==> src/verilog/wb_bus_pkg.sv <==
package wb_bus_pkg;

    // ------------------------------------------------------------
    // Bus widths
    // ------------------------------------------------------------
    localparam int ADR_WIDTH   = 32;
    localparam int DAT_WIDTH   = 32;
    localparam int SEL_WIDTH   = 4;
    localparam int NUM_MASTERS = 2;

    // ------------------------------------------------------------
    // Slave address map
    // ------------------------------------------------------------
    // Top nibble of the address picks the slave
    localparam int SLV_FIELD_HI = 31;
    localparam int SLV_FIELD_LO = 28;

    localparam logic [3:0] SLV_RAM  = 4'd0;
    localparam logic [3:0] SLV_PIC  = 4'd1;
    localparam logic [3:0] SLV_GPIO = 4'd2;

    // Decoded slave, NONE ends in a bus error
    typedef enum logic [1:0] {
        SEL_RAM  = 2'd0,
        SEL_PIC  = 2'd1,
        SEL_GPIO = 2'd2,
        SEL_NONE = 2'd3
    } slave_sel_t;

endpackage
==> src/verilog/wb_arbiter.sv <==
`timescale 1ns/1ps

module wb_arbiter (
    input  logic                             wb_clk_i,
    input  logic                             rst_n_i,
    // Master 0
    input  logic                             m0_cyc_i,
    input  logic                             m0_stb_i,
    input  logic                             m0_we_i,
    input  logic [wb_bus_pkg::SEL_WIDTH-1:0] m0_sel_i,
    input  logic [wb_bus_pkg::ADR_WIDTH-1:0] m0_adr_i,
    input  logic [wb_bus_pkg::DAT_WIDTH-1:0] m0_dat_i,
    output logic [wb_bus_pkg::DAT_WIDTH-1:0] m0_dat_o,
    output logic                             m0_ack_o,
    output logic                             m0_err_o,
    // Master 1
    input  logic                             m1_cyc_i,
    input  logic                             m1_stb_i,
    input  logic                             m1_we_i,
    input  logic [wb_bus_pkg::SEL_WIDTH-1:0] m1_sel_i,
    input  logic [wb_bus_pkg::ADR_WIDTH-1:0] m1_adr_i,
    input  logic [wb_bus_pkg::DAT_WIDTH-1:0] m1_dat_i,
    output logic [wb_bus_pkg::DAT_WIDTH-1:0] m1_dat_o,
    output logic                             m1_ack_o,
    output logic                             m1_err_o,
    // Shared bus
    output logic                             bus_cyc_o,
    output logic                             bus_stb_o,
    output logic                             bus_we_o,
    output logic [wb_bus_pkg::SEL_WIDTH-1:0] bus_sel_o,
    output logic [wb_bus_pkg::ADR_WIDTH-1:0] bus_adr_o,
    output logic [wb_bus_pkg::DAT_WIDTH-1:0] bus_dat_o,
    input  logic [wb_bus_pkg::DAT_WIDTH-1:0] bus_dat_i,
    input  logic                             bus_ack_i,
    input  logic                             bus_err_i
);

    logic [wb_bus_pkg::NUM_MASTERS-1:0] req;
    logic gnt_valid;
    // Index of the granted master, kept after release as the last winner
    logic gnt_idx;
    logic gnt_cyc;
    logic next_idx;
    logic sel_m0;
    logic sel_m1;

    assign req     = {m1_cyc_i, m0_cyc_i};
    assign gnt_cyc = gnt_idx ? m1_cyc_i : m0_cyc_i;

    // Round robin, the loser of the last grant goes first
    assign next_idx = (&req) ? ~gnt_idx : req[1];

    always_ff @(posedge wb_clk_i) begin
        if (!rst_n_i) begin
            gnt_valid <= 1'b0;
            gnt_idx   <= 1'b1;
        end else if (gnt_valid) begin
            if (!gnt_cyc) begin
                gnt_valid <= 1'b0;
            end
        end else if (|req) begin
            gnt_valid <= 1'b1;
            gnt_idx   <= next_idx;
        end
    end

    // ------------------------------------------------------------
    // Request and response muxes
    // ------------------------------------------------------------
    assign sel_m0 = gnt_valid & ~gnt_idx;
    assign sel_m1 = gnt_valid & gnt_idx;

    assign bus_cyc_o = gnt_valid & gnt_cyc;
    assign bus_stb_o = gnt_valid & (gnt_idx ? m1_stb_i : m0_stb_i);
    assign bus_we_o  = gnt_idx ? m1_we_i  : m0_we_i;
    assign bus_sel_o = gnt_idx ? m1_sel_i : m0_sel_i;
    assign bus_adr_o = gnt_idx ? m1_adr_i : m0_adr_i;
    assign bus_dat_o = gnt_idx ? m1_dat_i : m0_dat_i;

    assign m0_dat_o = sel_m0 ? bus_dat_i : '0;
    assign m0_ack_o = sel_m0 & bus_ack_i;
    assign m0_err_o = sel_m0 & bus_err_i;
    assign m1_dat_o = sel_m1 ? bus_dat_i : '0;
    assign m1_ack_o = sel_m1 & bus_ack_i;
    assign m1_err_o = sel_m1 & bus_err_i;

    // Owner keeps the bus for its whole cycle
    a_grant_held: assert property (
        @(posedge wb_clk_i) disable iff (!rst_n_i)
        (gnt_valid && gnt_cyc) |=> (gnt_valid && gnt_idx == $past(gnt_idx))
    ) else $error("Grant moved while the owning master held cyc");

endmodule

==> config.mk <==
export PLATFORM = sky130hd
export DESIGN_NAME = wb_arbiter
export DESIGN_NICKNAME = d
export VERILOG_FILES = /design/src/verilog/wb_bus_pkg.sv /design/src/verilog/wb_arbiter.sv
export SDC_FILE = /design/constraint.sdc
export NUM_CORES = 1
export LEC_CHECK = 0
export BUFFER_PORTS_ARGS = -buffer_cell sky130_fd_sc_hd__clkbuf_2
export CORE_AREA = 5 5 120 122
export DETAILED_ROUTE_END_ITERATION = 12
export DIE_AREA = 0 0 125 127
export GPL_ROUTABILITY_DRIVEN = 0
export HOLD_SLACK_MARGIN = 0.1
export PLACE_DENSITY = 0.43
export SYNTH_ARGS = -nofsm -noshare
export SYNTH_HDL_FRONTEND = slang
export SYNTH_SLANG_ARGS = --single-unit
==> constraint.sdc <==
create_clock -name wb_clk_i -period 1.67 [get_ports wb_clk_i]
set_clock_uncertainty 0.2 [all_clocks]
set_input_delay 0.0835 -clock wb_clk_i [delete_from_list [all_inputs] [get_ports wb_clk_i]]
set_output_delay 0.0835 -clock wb_clk_i [all_outputs]
set_load 0.02 [all_outputs]
; ---- Word level (Yosys, flattened, before mapping)
; Index checks and enable logic that the tools add are counted.
[word_totals]
register_bits = 2
in_bits = 178
out_inout_bits = 139
[op_classes]
muxes = 12
bitwise = 10
n_reduce_logical = 3
[ops]
columns = op, n
row1 = $mux 32, 4
row2 = $and 1x1->1, 8
row3 = $mux 1, 7
row4 = $mux 4, 1
row5 = $reduce_and 2->1, 2
row6 = $not 1->1, 2
row7 = $reduce_or 2->1, 1

; ---- Longest topological paths before layout
; Gate-level depths: netlist of the first run.
[logic_depth]
ltp_word = 3
depth_mapped = 4
mapped_depth_nobuf = 2

; ---- Worst setup path before layout of the first run
; Ideal clock, no wire load.
[synth_path]
path_type = register to output
from = register gnt_idx
to = output bus_adr_o[10] (netlist name)
arrival_time_ns = 1.002
t_required_ns = 1.387
setup_slack_ns = 0.385
path_stages_with_launch = 4
path_buffers = 2
path_cell_list = dfxtp_1 -> buf_6 -> clkbuf_8 -> mux2_2
[synth_via]
elab_chain_len = 1
[synth_rtl]
columns = element, line_no
row1 = from (decl), wb_arbiter.sv:41  ; logic gnt_idx;
row2 = from (signal assigned), wb_arbiter.sv:63  ; gnt_idx <= next_idx;
row3 = $mux 32, wb_arbiter.sv:77  ; assign bus_adr_o = gnt_idx ? m1_adr_i : m0_adr_i;
row4 = to (decl), wb_arbiter.sv:31  ; output logic [wb_bus_pkg::ADR_WIDTH-1:0] bus_adr_o,
; Every way passes these cells.

; ---- Final worst setup path of the first run
[layout_path]
from = register gnt_idx
to = output bus_dat_o[19] (netlist name)
[layout_via]
elab_chain_len = 1
[layout_rtl]
columns = element, line_no
row1 = $mux 32, wb_arbiter.sv:78  ; assign bus_dat_o = gnt_idx ? m1_dat_i : m0_dat_i;
row2 = to (decl), wb_arbiter.sv:32  ; output logic [wb_bus_pkg::DAT_WIDTH-1:0] bus_dat_o,
; Every way passes these cells.

==> reports/metrics.cfg, run 1 <==
[drt]
detail-route-antenna-nets=0
post_drt_via_cell_ratio=3.84
drtIter0Drc=65
num_vias=2544
routed_wire_length_per_instance_um=15.3
postRouteWirelength_mm=10.1
post-route-drc-count=0
drtPass1Iterations=4

[clock_tree]
clock_tree_from_tritoncts=yes
clk_root_buffer_cell=clkbuf_16
number_of_clock_sinks=2
worstSkewPairLatency_ns=0.22
clock_tree.buffer_depth=2
tritoncts.num_buffers=3
cts_htree_levels=1
clkSlewWorstSetupHoldPaths_ns=0.03

[finish]
n_antenna_cell=0
num-nets-final=665
share_of_cells_above_drive_strength_1=0.827
areaGrowthSynthToFinish_pct=131
fin_util=0.262

[floorplan]
top_level_ports=317
floorplan.die_area_sq_um=15900
die-height_um=127
start_util=0.114
row_count=42
core-area_sq_um=13100
fp.dieW_um=125

[worst_setup_path]
crit_fanout=38
critical_path.startpoint_type=flop
required_ns=1.39
critical_path.max_stage_delay_ns=0.43
worstSetupEndpointType=output pin
r2r_slack_ns=0.31
path_cells=buf_12, mux2_2, buf_2
crit_arrival_ns=1.45
critical-path-slowest-cell=dfxtp_4
timing_worst_setup_path_type=flop to output pin

[sta]
max_fclk_mhz=579
timing_worst_slew_pin_value_ns=0.246
finalHoldViolCount=0
period_needed_ns=1.73
rsz0062_at_grt=yes
timing_max_transition_violations_final=0
setup_viol=46
hold_slack_ns=0.285
relSlewSlack=0.836
post-route-worst-setup-slack_ns=-0.0586
final_cycle_utilization_of_the_critical_path=1.04
fin_tns_setup_ns=-1.34

[yosys]
synth-seq-cells=2
syn-instance-count=169
seq_area_frac_synth=0.0270
syn_nets=347
syn-mean-instance-area_sq_um=8.79
ys_warn_count=0
synth.lib_cells_used.distinct=19
netlist_area_before_placement_sq_um=1490

[pwr]
static-leakage-power_nw=2.12
power_density_nw_per_um2=475
peakVddDrop_uv=279

[status]
violated_checks=negative setup slack
status=complete, but fails checks

[placement]
preCtsSetupSlack_ns=0.0458
quantity_of_i_o_buffers_inserted_on_ports=316
detailedPlacementHpwl_mm=8.75

[global_routing]
grt_first_pass_wirelength_mm=14.7
groute.usage.overall=0.114
grt_start_max_net_pins=43
initial_antenna_violation_count=0
global_route.overflow_total=0
grt_pass1_vias=2679

[job]
number_of_maximum_capacitance_violations=0

[worst_hold_path]
hold_path.class=input port to output pin

routing by layer:
layer | up-vias | share of wire | GRT usage
li1 | 1237 | - | -
met3 | 8 | 0.090 | 0.0305
met4 | 0 | 0.013 | 0.0204
met2 | 158 | 0.55 | 0.229
met1 | 1141 | 0.35 | 0.118
met5 | - | 0 | 0
worst max-delay path, delay by kind of cell, from the launching register on:
kind | cells | cell delay [ns]
buffers and inverters | 2 | 0.39
multiplexers | 1 | 0.37
flip-flops | 1 | 0.43
cells by family (layout without fill, tap and decap cells):
family / Yosys count / after routing / share of synthesized area
and+or+nand+nor: 73 / 74 / 0.311
muxes: 71 / 71 / 0.537
buffers and inverters: 20 / 336 / 0.112
AOI/OAI and AO/OA: 3 / 3 / 0.0135
DFF: 2 / 2 / 0.0270
cell usage after synthesis:
| cell | n | area, sq um |
|---|---|---|
| mux2_2 | 69 | 777 |
| buf_4 | 2 | 15.0 |
| and2_1 | 34 | 213 |
| buf_6 | 2 | 22.5 |
| a221o_1 | 1 | 10.0 |
| clkbuf_1 | 3 | 11.3 |
| o21ai_0 | 1 | 5.00 |
| buf_8 | 1 | 15.0 |
| dfxtp_1 | 2 | 40.0 |
| inv_1 | 1 | 3.75 |
| mux2i_1 | 2 | 20.0 |
| clkbuf_8 | 5 | 68.8 |
| nor2b_4 | 1 | 13.8 |
| nor2_1 | 1 | 3.75 |
| nand2b_1 | 1 | 6.26 |
| and3_1 | 34 | 213 |
| a21oi_1 | 1 | 5.00 |
| clkbuf_2 | 6 | 30.0 |
| nor2b_1 | 2 | 12.5 |
state kept, by name (all words and copies together), names as in the netlist:
register   flops
gnt_idx        1
gnt_valid      1
cell usage in the layout (no fill, tap or decap):
master / count
nor2b_4: 2
o21ai_1: 1
buf_6: 3
buf_2: 36
buf_12: 4
mux2_4: 2
dfxtp_1: 1
mux2_2: 67
and2_1: 34
inv_1: 1
clkbuf_1: 1
nor2b_1: 2
buf_4: 10
a21oi_1: 1
nor2_1: 1
clkbuf_16: 3
dfxtp_4: 1
nand2b_1: 1
clkbuf_2: 274
a221o_1: 1
mux2i_1: 2
dlygate4sd3_1: 4
and3_1: 34
per-stage QoR:
stage / instances / area, sq um / power (mW)
after floorplan: 169 / 1490 / 0.756
after global placement: 647 / 3190 / 1.21
final: 662 / 3430 / 1.63
after global routing: 662 / 3430 / 1.73
after CTS: 662 / 3400 / 1.65
after detailed placement: 647 / 3190 / 1.22
layout make-up:
class	instances	area, sq um
clock buffers	4	78.8
fillers	1443	9660
inverters	1	3.75
flip-flops and latches	2	43.8
repair buffers	331	1780
multi-input cells	148	1300
well taps	176	220
final timing paths:
| path | from | end | depth (start not counted) |
|---|---|---|---|
| worst max-delay path | gnt_idx | bus_dat_o[19] | 3 |
| worst min-delay path | m1_dat_i[28] | bus_dat_o[28] | 3 |
| worst max register to register | gnt_valid | gnt_idx | 3 |
| worst min register to register | gnt_valid | gnt_valid | 2 |
power breakdown:
group,switching (mW),internal [mW]
Sequential,0.0121,0.0527
Clock,0.0568,0.314
Combinational,0.632,0.560
timing repair:
action | in CTS | in global routing
endpoints found under the hold margin | 2 | 0
resized for setup | 3 | 52
gates cloned | 1 | 0
hold buffers | 4 | 0
setup endpoints to repair | 99 | 67
buffers inserted | 6 | 0
(Power assumes the default switching activity.)
==> run 2, diff against run 1 <==
BUFFER_PORTS_ARGS = default   (was -buffer_cell sky130_fd_sc_hd__clkbuf_2)
CELL_PAD_IN_SITES_DETAIL_PLACEMENT = 0   (was default)
CELL_PAD_IN_SITES_GLOBAL_PLACEMENT = 1   (was default)
CORE_AREA = 5 5 119 121   (was 5 5 120 122)
DIE_AREA = 0 0 124 126   (was 0 0 125 127)
DONT_BUFFER_PORTS = 1   (was default)
PLACE_DENSITY = 0.33   (was 0.43)
==> run 2 against run 1 <==
  * The flow now finishes without violations
  * Critical path depth is 1 lower
  * First-iteration DRC count fell by 57%
  * Sequential power fell by 5.9%
  * Fmax rose by 6.4%
  * Combinational power down 36%
  * Critical endpoint is now bus_dat_o[27]
  * Highest routed layer unchanged
==> reports/metrics.cfg, run 2 (synthesis gave the netlist of run 1 again) <==
[status]
status=completed

[clock_tree]
number_of_clock_sinks=2  ; unchanged
clk_root_buffer_cell=clkbuf_16
cts_setup_buffers=0  ; -6
clock_tree_from_tritoncts=yes
clock_tree.buffer_depth=2  ; unchanged
clkSlewWorstSetupHoldPaths_ns=0.03  ; about the same
worstSkewPairLatency_ns=0.22  ; about the same
tritoncts.num_buffers=3  ; unchanged
cts_htree_levels=1  ; unchanged

[sta]
fin_tns_setup_ns=0  ; +1.34 ns
period_needed_ns=1.62  ; -0.104 ns
setup_viol=0  ; -100%
timing_worst_slew_pin_value_ns=0.300  ; +0.0535 ns
final_cycle_utilization_of_the_critical_path=0.973  ; -0.0621
max_fclk_mhz=615  ; +6.4%
rsz0062_at_grt=no
relSlewSlack=0.800  ; -0.0357
finalHoldViolCount=0  ; unchanged
timing_max_transition_violations_final=0  ; unchanged

[finish]
share_of_cells_above_drive_strength_1=0.707  ; -0.120
layout.cells.non_filler=340  ; -49%
final_common_cell=mux2_2
largest_registers=gnt_idx (1), gnt_valid (1)
layout.cells.most_common_list=mux2_2, and3_1, and2_2
num-nets-final=343  ; -48%
n_antenna_cell=0  ; unchanged
areaGrowthSynthToFinish_pct=21.1

[global_routing]
grt_pass1_vias=1483  ; -45%
initial_antenna_violation_count=0  ; unchanged
global_route.overflow_total=0  ; unchanged
grt_start_max_net_pins=61  ; +42%
groute.usage.overall=0.0693  ; -0.0442
grt_first_pass_wirelength_mm=8.51  ; -42%

[worst_hold_path]
worstHoldPathCells=1  ; -2
hold_path_end=m0_dat_o[14]
min_from=bus_dat_i[14]
hold_path.class=input port to output pin

[drt]
num_vias=1376  ; -46%
detail-route-antenna-nets=0  ; unchanged
postRouteWirelength_mm=6.90  ; -32%
drtIter0Drc=28  ; -57%
routed_wire_length_per_instance_um=20.3  ; +32%
post-route-drc-count=0  ; unchanged
drtPass1Iterations=3  ; -1
post_drt_via_cell_ratio=4.05  ; +5.3%

[placement]
post-place-cells=332  ; -49%
quantity_of_i_o_buffers_inserted_on_ports=0  ; -100%

[worst_setup_path]
worstSetupEndpointType=output pin
critical_path.startpoint_type=flop
timing.critical_path.from=gnt_idx
reg2reg_from=gnt_idx
r2r_slack_ns=0.42  ; +0.11 ns
rr_endpoint=gnt_valid
crit_fanout=60  ; +58%
required_ns=1.39  ; about the same
r2r.worst_path.cells=3  ; unchanged
crit_arrival_ns=1.34  ; -0.11 ns
timing_worst_setup_path_type=flop to output pin

[pwr]
sequentialPowerShare=0.051  ; +0.011
peakVddDrop_uv=423  ; +52%
power_mw=1.19  ; -27%
switching_share_of_power=0.475  ; +0.0449
p_int_mw=0.625  ; -33%
power_density_nw_per_um2=663  ; +39%
clockPowerShare=0.313  ; +0.085
power_switching_mw=0.567  ; -19%
combPwrFrac=0.636  ; -0.096
static-leakage-power_nw=0.757  ; -64%

[job]
number_of_maximum_capacitance_violations=0  ; unchanged

[floorplan]
top_level_ports=317  ; unchanged
start_util=0.114  ; +0.000919
core-area_sq_um=13000  ; -0.80%
row_count=42  ; unchanged
fp.dieW_um=124  ; -0.80%
floorplan.die_area_sq_um=15600  ; -1.6%
die-height_um=126  ; -0.79%

-- run 2: cell count changes in the layout (fill, tap and decap cells not counted), moves of 2 or more --
cell	previous run	this run
mux2_2	67	69
clkbuf_2	274	0
and2_1	34	0
buf_6	3	1
buf_4	10	2
mux2_4	2	0
and2_2	0	34
buf_2	36	0
-- run 2: area by class of cell --
| class | instances | area [sq um] |
|---|---|---|
| Sequential cell | 2 | 45.0 |
| Fill cell | 1511 | 11200 |
| Tap cell | 176 | 220 |
| Multi-Input combinational cell | 147 | 1330 |
| Timing Repair Buffer | 10 | 126 |
| Clock buffer | 4 | 78.8 |
| Inverter | 1 | 3.75 |
-- run 2: worst max path at each step --
stage                    endpoint  slack [ns]  depth (start not counted)
finish              bus_dat_o[27]        0.05                          2
global route        bus_adr_o[14]       0.006                          2
CTS                   m1_dat_o[8]        0.04                          2
detailed placement    m1_dat_o[8]        0.27                          2
global placement         m1_err_o        0.28                          2
floorplan           bus_adr_o[10]        0.38                          3
-- run 2: metal layers --
layer  wire [um]  GRT usage  vias up
met4          43     0.0135        0
met5           0          0        -
met3         787     0.0152        4
met2        3710      0.132      150
met1        2360     0.0774      632
li1            -          -      590
-- run 2: per-stage QoR --
stage	util	cell area, sq um	setup WS, ns	hold WS [ns]
after floorplan	-	1490	0.385	0.0213
after global placement	0.126	1630	0.279	0.0357
after detailed placement	0.126	1630	0.268	0.0300
after CTS	0.135	1750	0.0364	0.154
after global routing	0.139	1800	0.00624	0.147
final	0.139	1800	0.0452	0.145
-- run 2: timing repair --
item                                   in CTS  in global routing
resized for setup                           0                 37
hold buffers                                4                  0
endpoints found under the hold margin       2                  0
setup endpoints to repair                   0                 66
-- run 2: power by group through the flow --
stage	registers (mW)	clock network, mW	logic, mW
after floorplan	0.0551	0	0.701
after global placement	0.0604	0	0.752
after detailed placement	0.0608	0	0.746
after CTS	0.0603	0.384	0.761
after global routing	0.0627	0.393	0.800
final	0.0609	0.373	0.758
-- run 2: worst max-delay path, stage by stage, from the launching register on --
cell and delay (ns):
dfxtp_4 0.36, buf_12 0.27, mux2_2 0.46
==> run 3, diff against run 2 <==
REMOVE_ABC_BUFFERS = 1   (was default)
==> run 3 against run 2 <==
  * First-iteration DRC count up 21%
  * Count of clock-buffer cells in the layout unchanged
  * Wire length up 17%
  * Via count up 3.0%
  * Design area down 0.42%
  * Global-route usage up 1.7 points
  * Clock power up 1%
  * Combinational power down 0.7%
  * Fmax up 1.3%
  * Flip-flop and latch count unchanged
  * Register-to-register slack better by 0.02 ns
  * Critical endpoint is now bus_adr_o[20]
==> reports/metrics.cfg, run 3 (synthesis gave the netlist of run 1 again) <==
[status]
status=completed

[job]
number_of_maximum_capacitance_violations=0  ; unchanged

[worst_setup_path]
required_ns=1.39  ; about the same
worstSetupEndpointType=output pin
crit_arrival_ns=1.32  ; -0.02 ns
critical_path.startpoint_type=flop
crit_fanout=44  ; -27%
path_delay_family=flip-flops
timing_worst_setup_path_type=flop to output pin
crit_buf_inv=1  ; unchanged
path_cells=buf_12, mux2_2
critical-path-slowest-cell=dfxtp_4
critical_path.max_stage_delay_ns=0.43  ; -0.03 ns

[finish]
num-nets-final=346  ; +0.87%
largest_registers=gnt_idx (1), gnt_valid (1)
layout.cells.most_common_list=mux2_2, and3_1, and2_1
share_of_cells_above_drive_strength_1=0.539  ; -0.168
layout.cells.non_filler=343  ; +0.88%
n_antenna_cell=0  ; unchanged
fin_util=0.138  ; -0.000579
fillers=1496  ; -0.99%
areaGrowthSynthToFinish_pct=20.6
final_common_cell=mux2_2

[sta]
fin_tns_setup_ns=0  ; unchanged
setup_viol=0  ; unchanged
timing_worst_slew_pin_value_ns=0.251  ; -0.0492 ns
finalHoldViolCount=0  ; unchanged
max_fclk_mhz=623  ; +1.3%
period_needed_ns=1.60  ; -0.0204 ns
relSlewSlack=0.833  ; +0.0328
final_cycle_utilization_of_the_critical_path=0.961  ; -0.0122
rsz0062_at_grt=no
timing_max_transition_violations_final=0  ; unchanged

[pwr]
power_density_nw_per_um2=668  ; +0.79%
clockPowerShare=0.316  ; +0.003
peakVddDrop_uv=220  ; -48%
switching_share_of_power=0.472  ; -0.00325
combPwrFrac=0.629  ; -0.007
sequentialPowerShare=0.055  ; +0.004
static-leakage-power_nw=0.757  ; about the same
power_switching_mw=0.565  ; -0.32%
p_int_mw=0.632  ; +0.99%

[global_routing]
initial_antenna_violation_count=3  ; +3
global_route.overflow_total=0  ; unchanged
grt_start_max_net_pins=45  ; -26%
grt_first_pass_wirelength_mm=10.0  ; +18%
met3_layer_usage_reported_by_global_route=0.0305  ; +0.0152
gr-max-usage-layer=met2
global_route.usage.met2=0.162  ; +0.0299
grt_pass1_vias=1447  ; -2.4%
groute.layer.met1.usage=0.0969  ; +0.0195
groute.usage.overall=0.0868  ; +0.0175

[drt]
drtPass1Iterations=2  ; -1
post-route-drc-count=0  ; unchanged
num_vias=1417  ; +3.0%
detail-route-antenna-nets=0  ; unchanged
drtIter0Drc=34  ; +21%
routed_wire_length_per_instance_um=23.6  ; +16%
post_drt_via_cell_ratio=4.13  ; +2.1%
postRouteWirelength_mm=8.10  ; +17%

[floorplan]
die-height_um=126  ; unchanged
core-area_sq_um=13000  ; unchanged
floorplan.die_area_sq_um=15600  ; unchanged
fp.dieW_um=124  ; unchanged
row_count=42  ; unchanged
top_level_ports=317  ; unchanged
start_util=0.114  ; unchanged

[worst_hold_path]
hold_path.class=input port to output pin

[clock_tree]
tritoncts.num_buffers=3  ; unchanged
number_of_clock_sinks=2  ; unchanged
clock_tree.buffer_depth=2  ; unchanged
clkSlewWorstSetupHoldPaths_ns=0.03  ; about the same
clock_tree_from_tritoncts=yes
worstSkewPairLatency_ns=0.22  ; about the same
clk_root_buffer_cell=clkbuf_16
cts_htree_levels=1  ; unchanged

[placement]
post-place-cells=333  ; +0.30%
detailedPlacementHpwl_mm=7.38
quantity_of_i_o_buffers_inserted_on_ports=0  ; unchanged

==> run 3: cell count changes in the layout (fill, tap and decap cells not counted), sizes merged <==
| cell | delta |
|---|---|
| buf | +3 |
==> run 3: layer usage <==
layer  up-vias  share of wire
li1        598              -
met1       634           0.36
met5         -         0.0028
met2       175           0.52
met4         4         0.0031
met3         6           0.12
==> run 3: worst paths after layout <==
kind                       from            end  slack (ns)  depth (start not counted)
setup reg to reg        gnt_idx        gnt_idx        0.44                          3
hold / removal    bus_dat_i[17]   m0_dat_o[17]        0.15                          1
hold reg to reg       gnt_valid      gnt_valid        0.31                          1
setup / recovery        gnt_idx  bus_adr_o[20]        0.07                          2
==> run 3: layout make-up <==
cell class / count / area, sq um / area share
Timing Repair Buffer: 13 / 158 / 0.0880
Sequential cell: 2 / 45.0 / 0.0251
Inverter: 1 / 3.75 / 0.00209
Tap cell: 176 / 220 / 0.123
Multi-Input combinational cell: 147 / 1290 / 0.718
Clock buffer: 4 / 78.8 / 0.0440
==> run 3: worst reg2reg max path, cell delays in order, from the launching register on <==
cell	delay (ns)
dfxtp_4	0.43
buf_4	0.14
nor2_1	0.04
a221o_1	0.29
==> run 3: stage by stage <==
stage,total power [mW],setup WS (ns),hold WS (ns),cell area (sq um)
CTS,1.21,0.0538,0.153,1780
finish,1.20,0.0656,0.146,1790
detailed placement,0.809,0.203,0.0283,1650
global route,1.25,0.0186,0.155,1790
floorplan,0.709,-1.56,0.0213,1320
global placement,0.815,0.214,0.0309,1650
==> run 3: what timing repair did <==
item	in CTS	in global routing
gates resized for setup	0	7
hold buffers	4	0
buffers inserted	2	0
endpoints found under the hold margin	2	0
setup endpoints to repair	46	57
==> run 3: power by group through the flow <==
stage / sequential [mW] / clock, mW / combinational, mW
after floorplan: 0.113 / 0 / 0.596
after detailed placement: 0.0726 / 0 / 0.736
after global routing: 0.0682 / 0.393 / 0.793
after global placement: 0.0725 / 0 / 0.743
final: 0.0662 / 0.378 / 0.753
after CTS: 0.0661 / 0.383 / 0.760
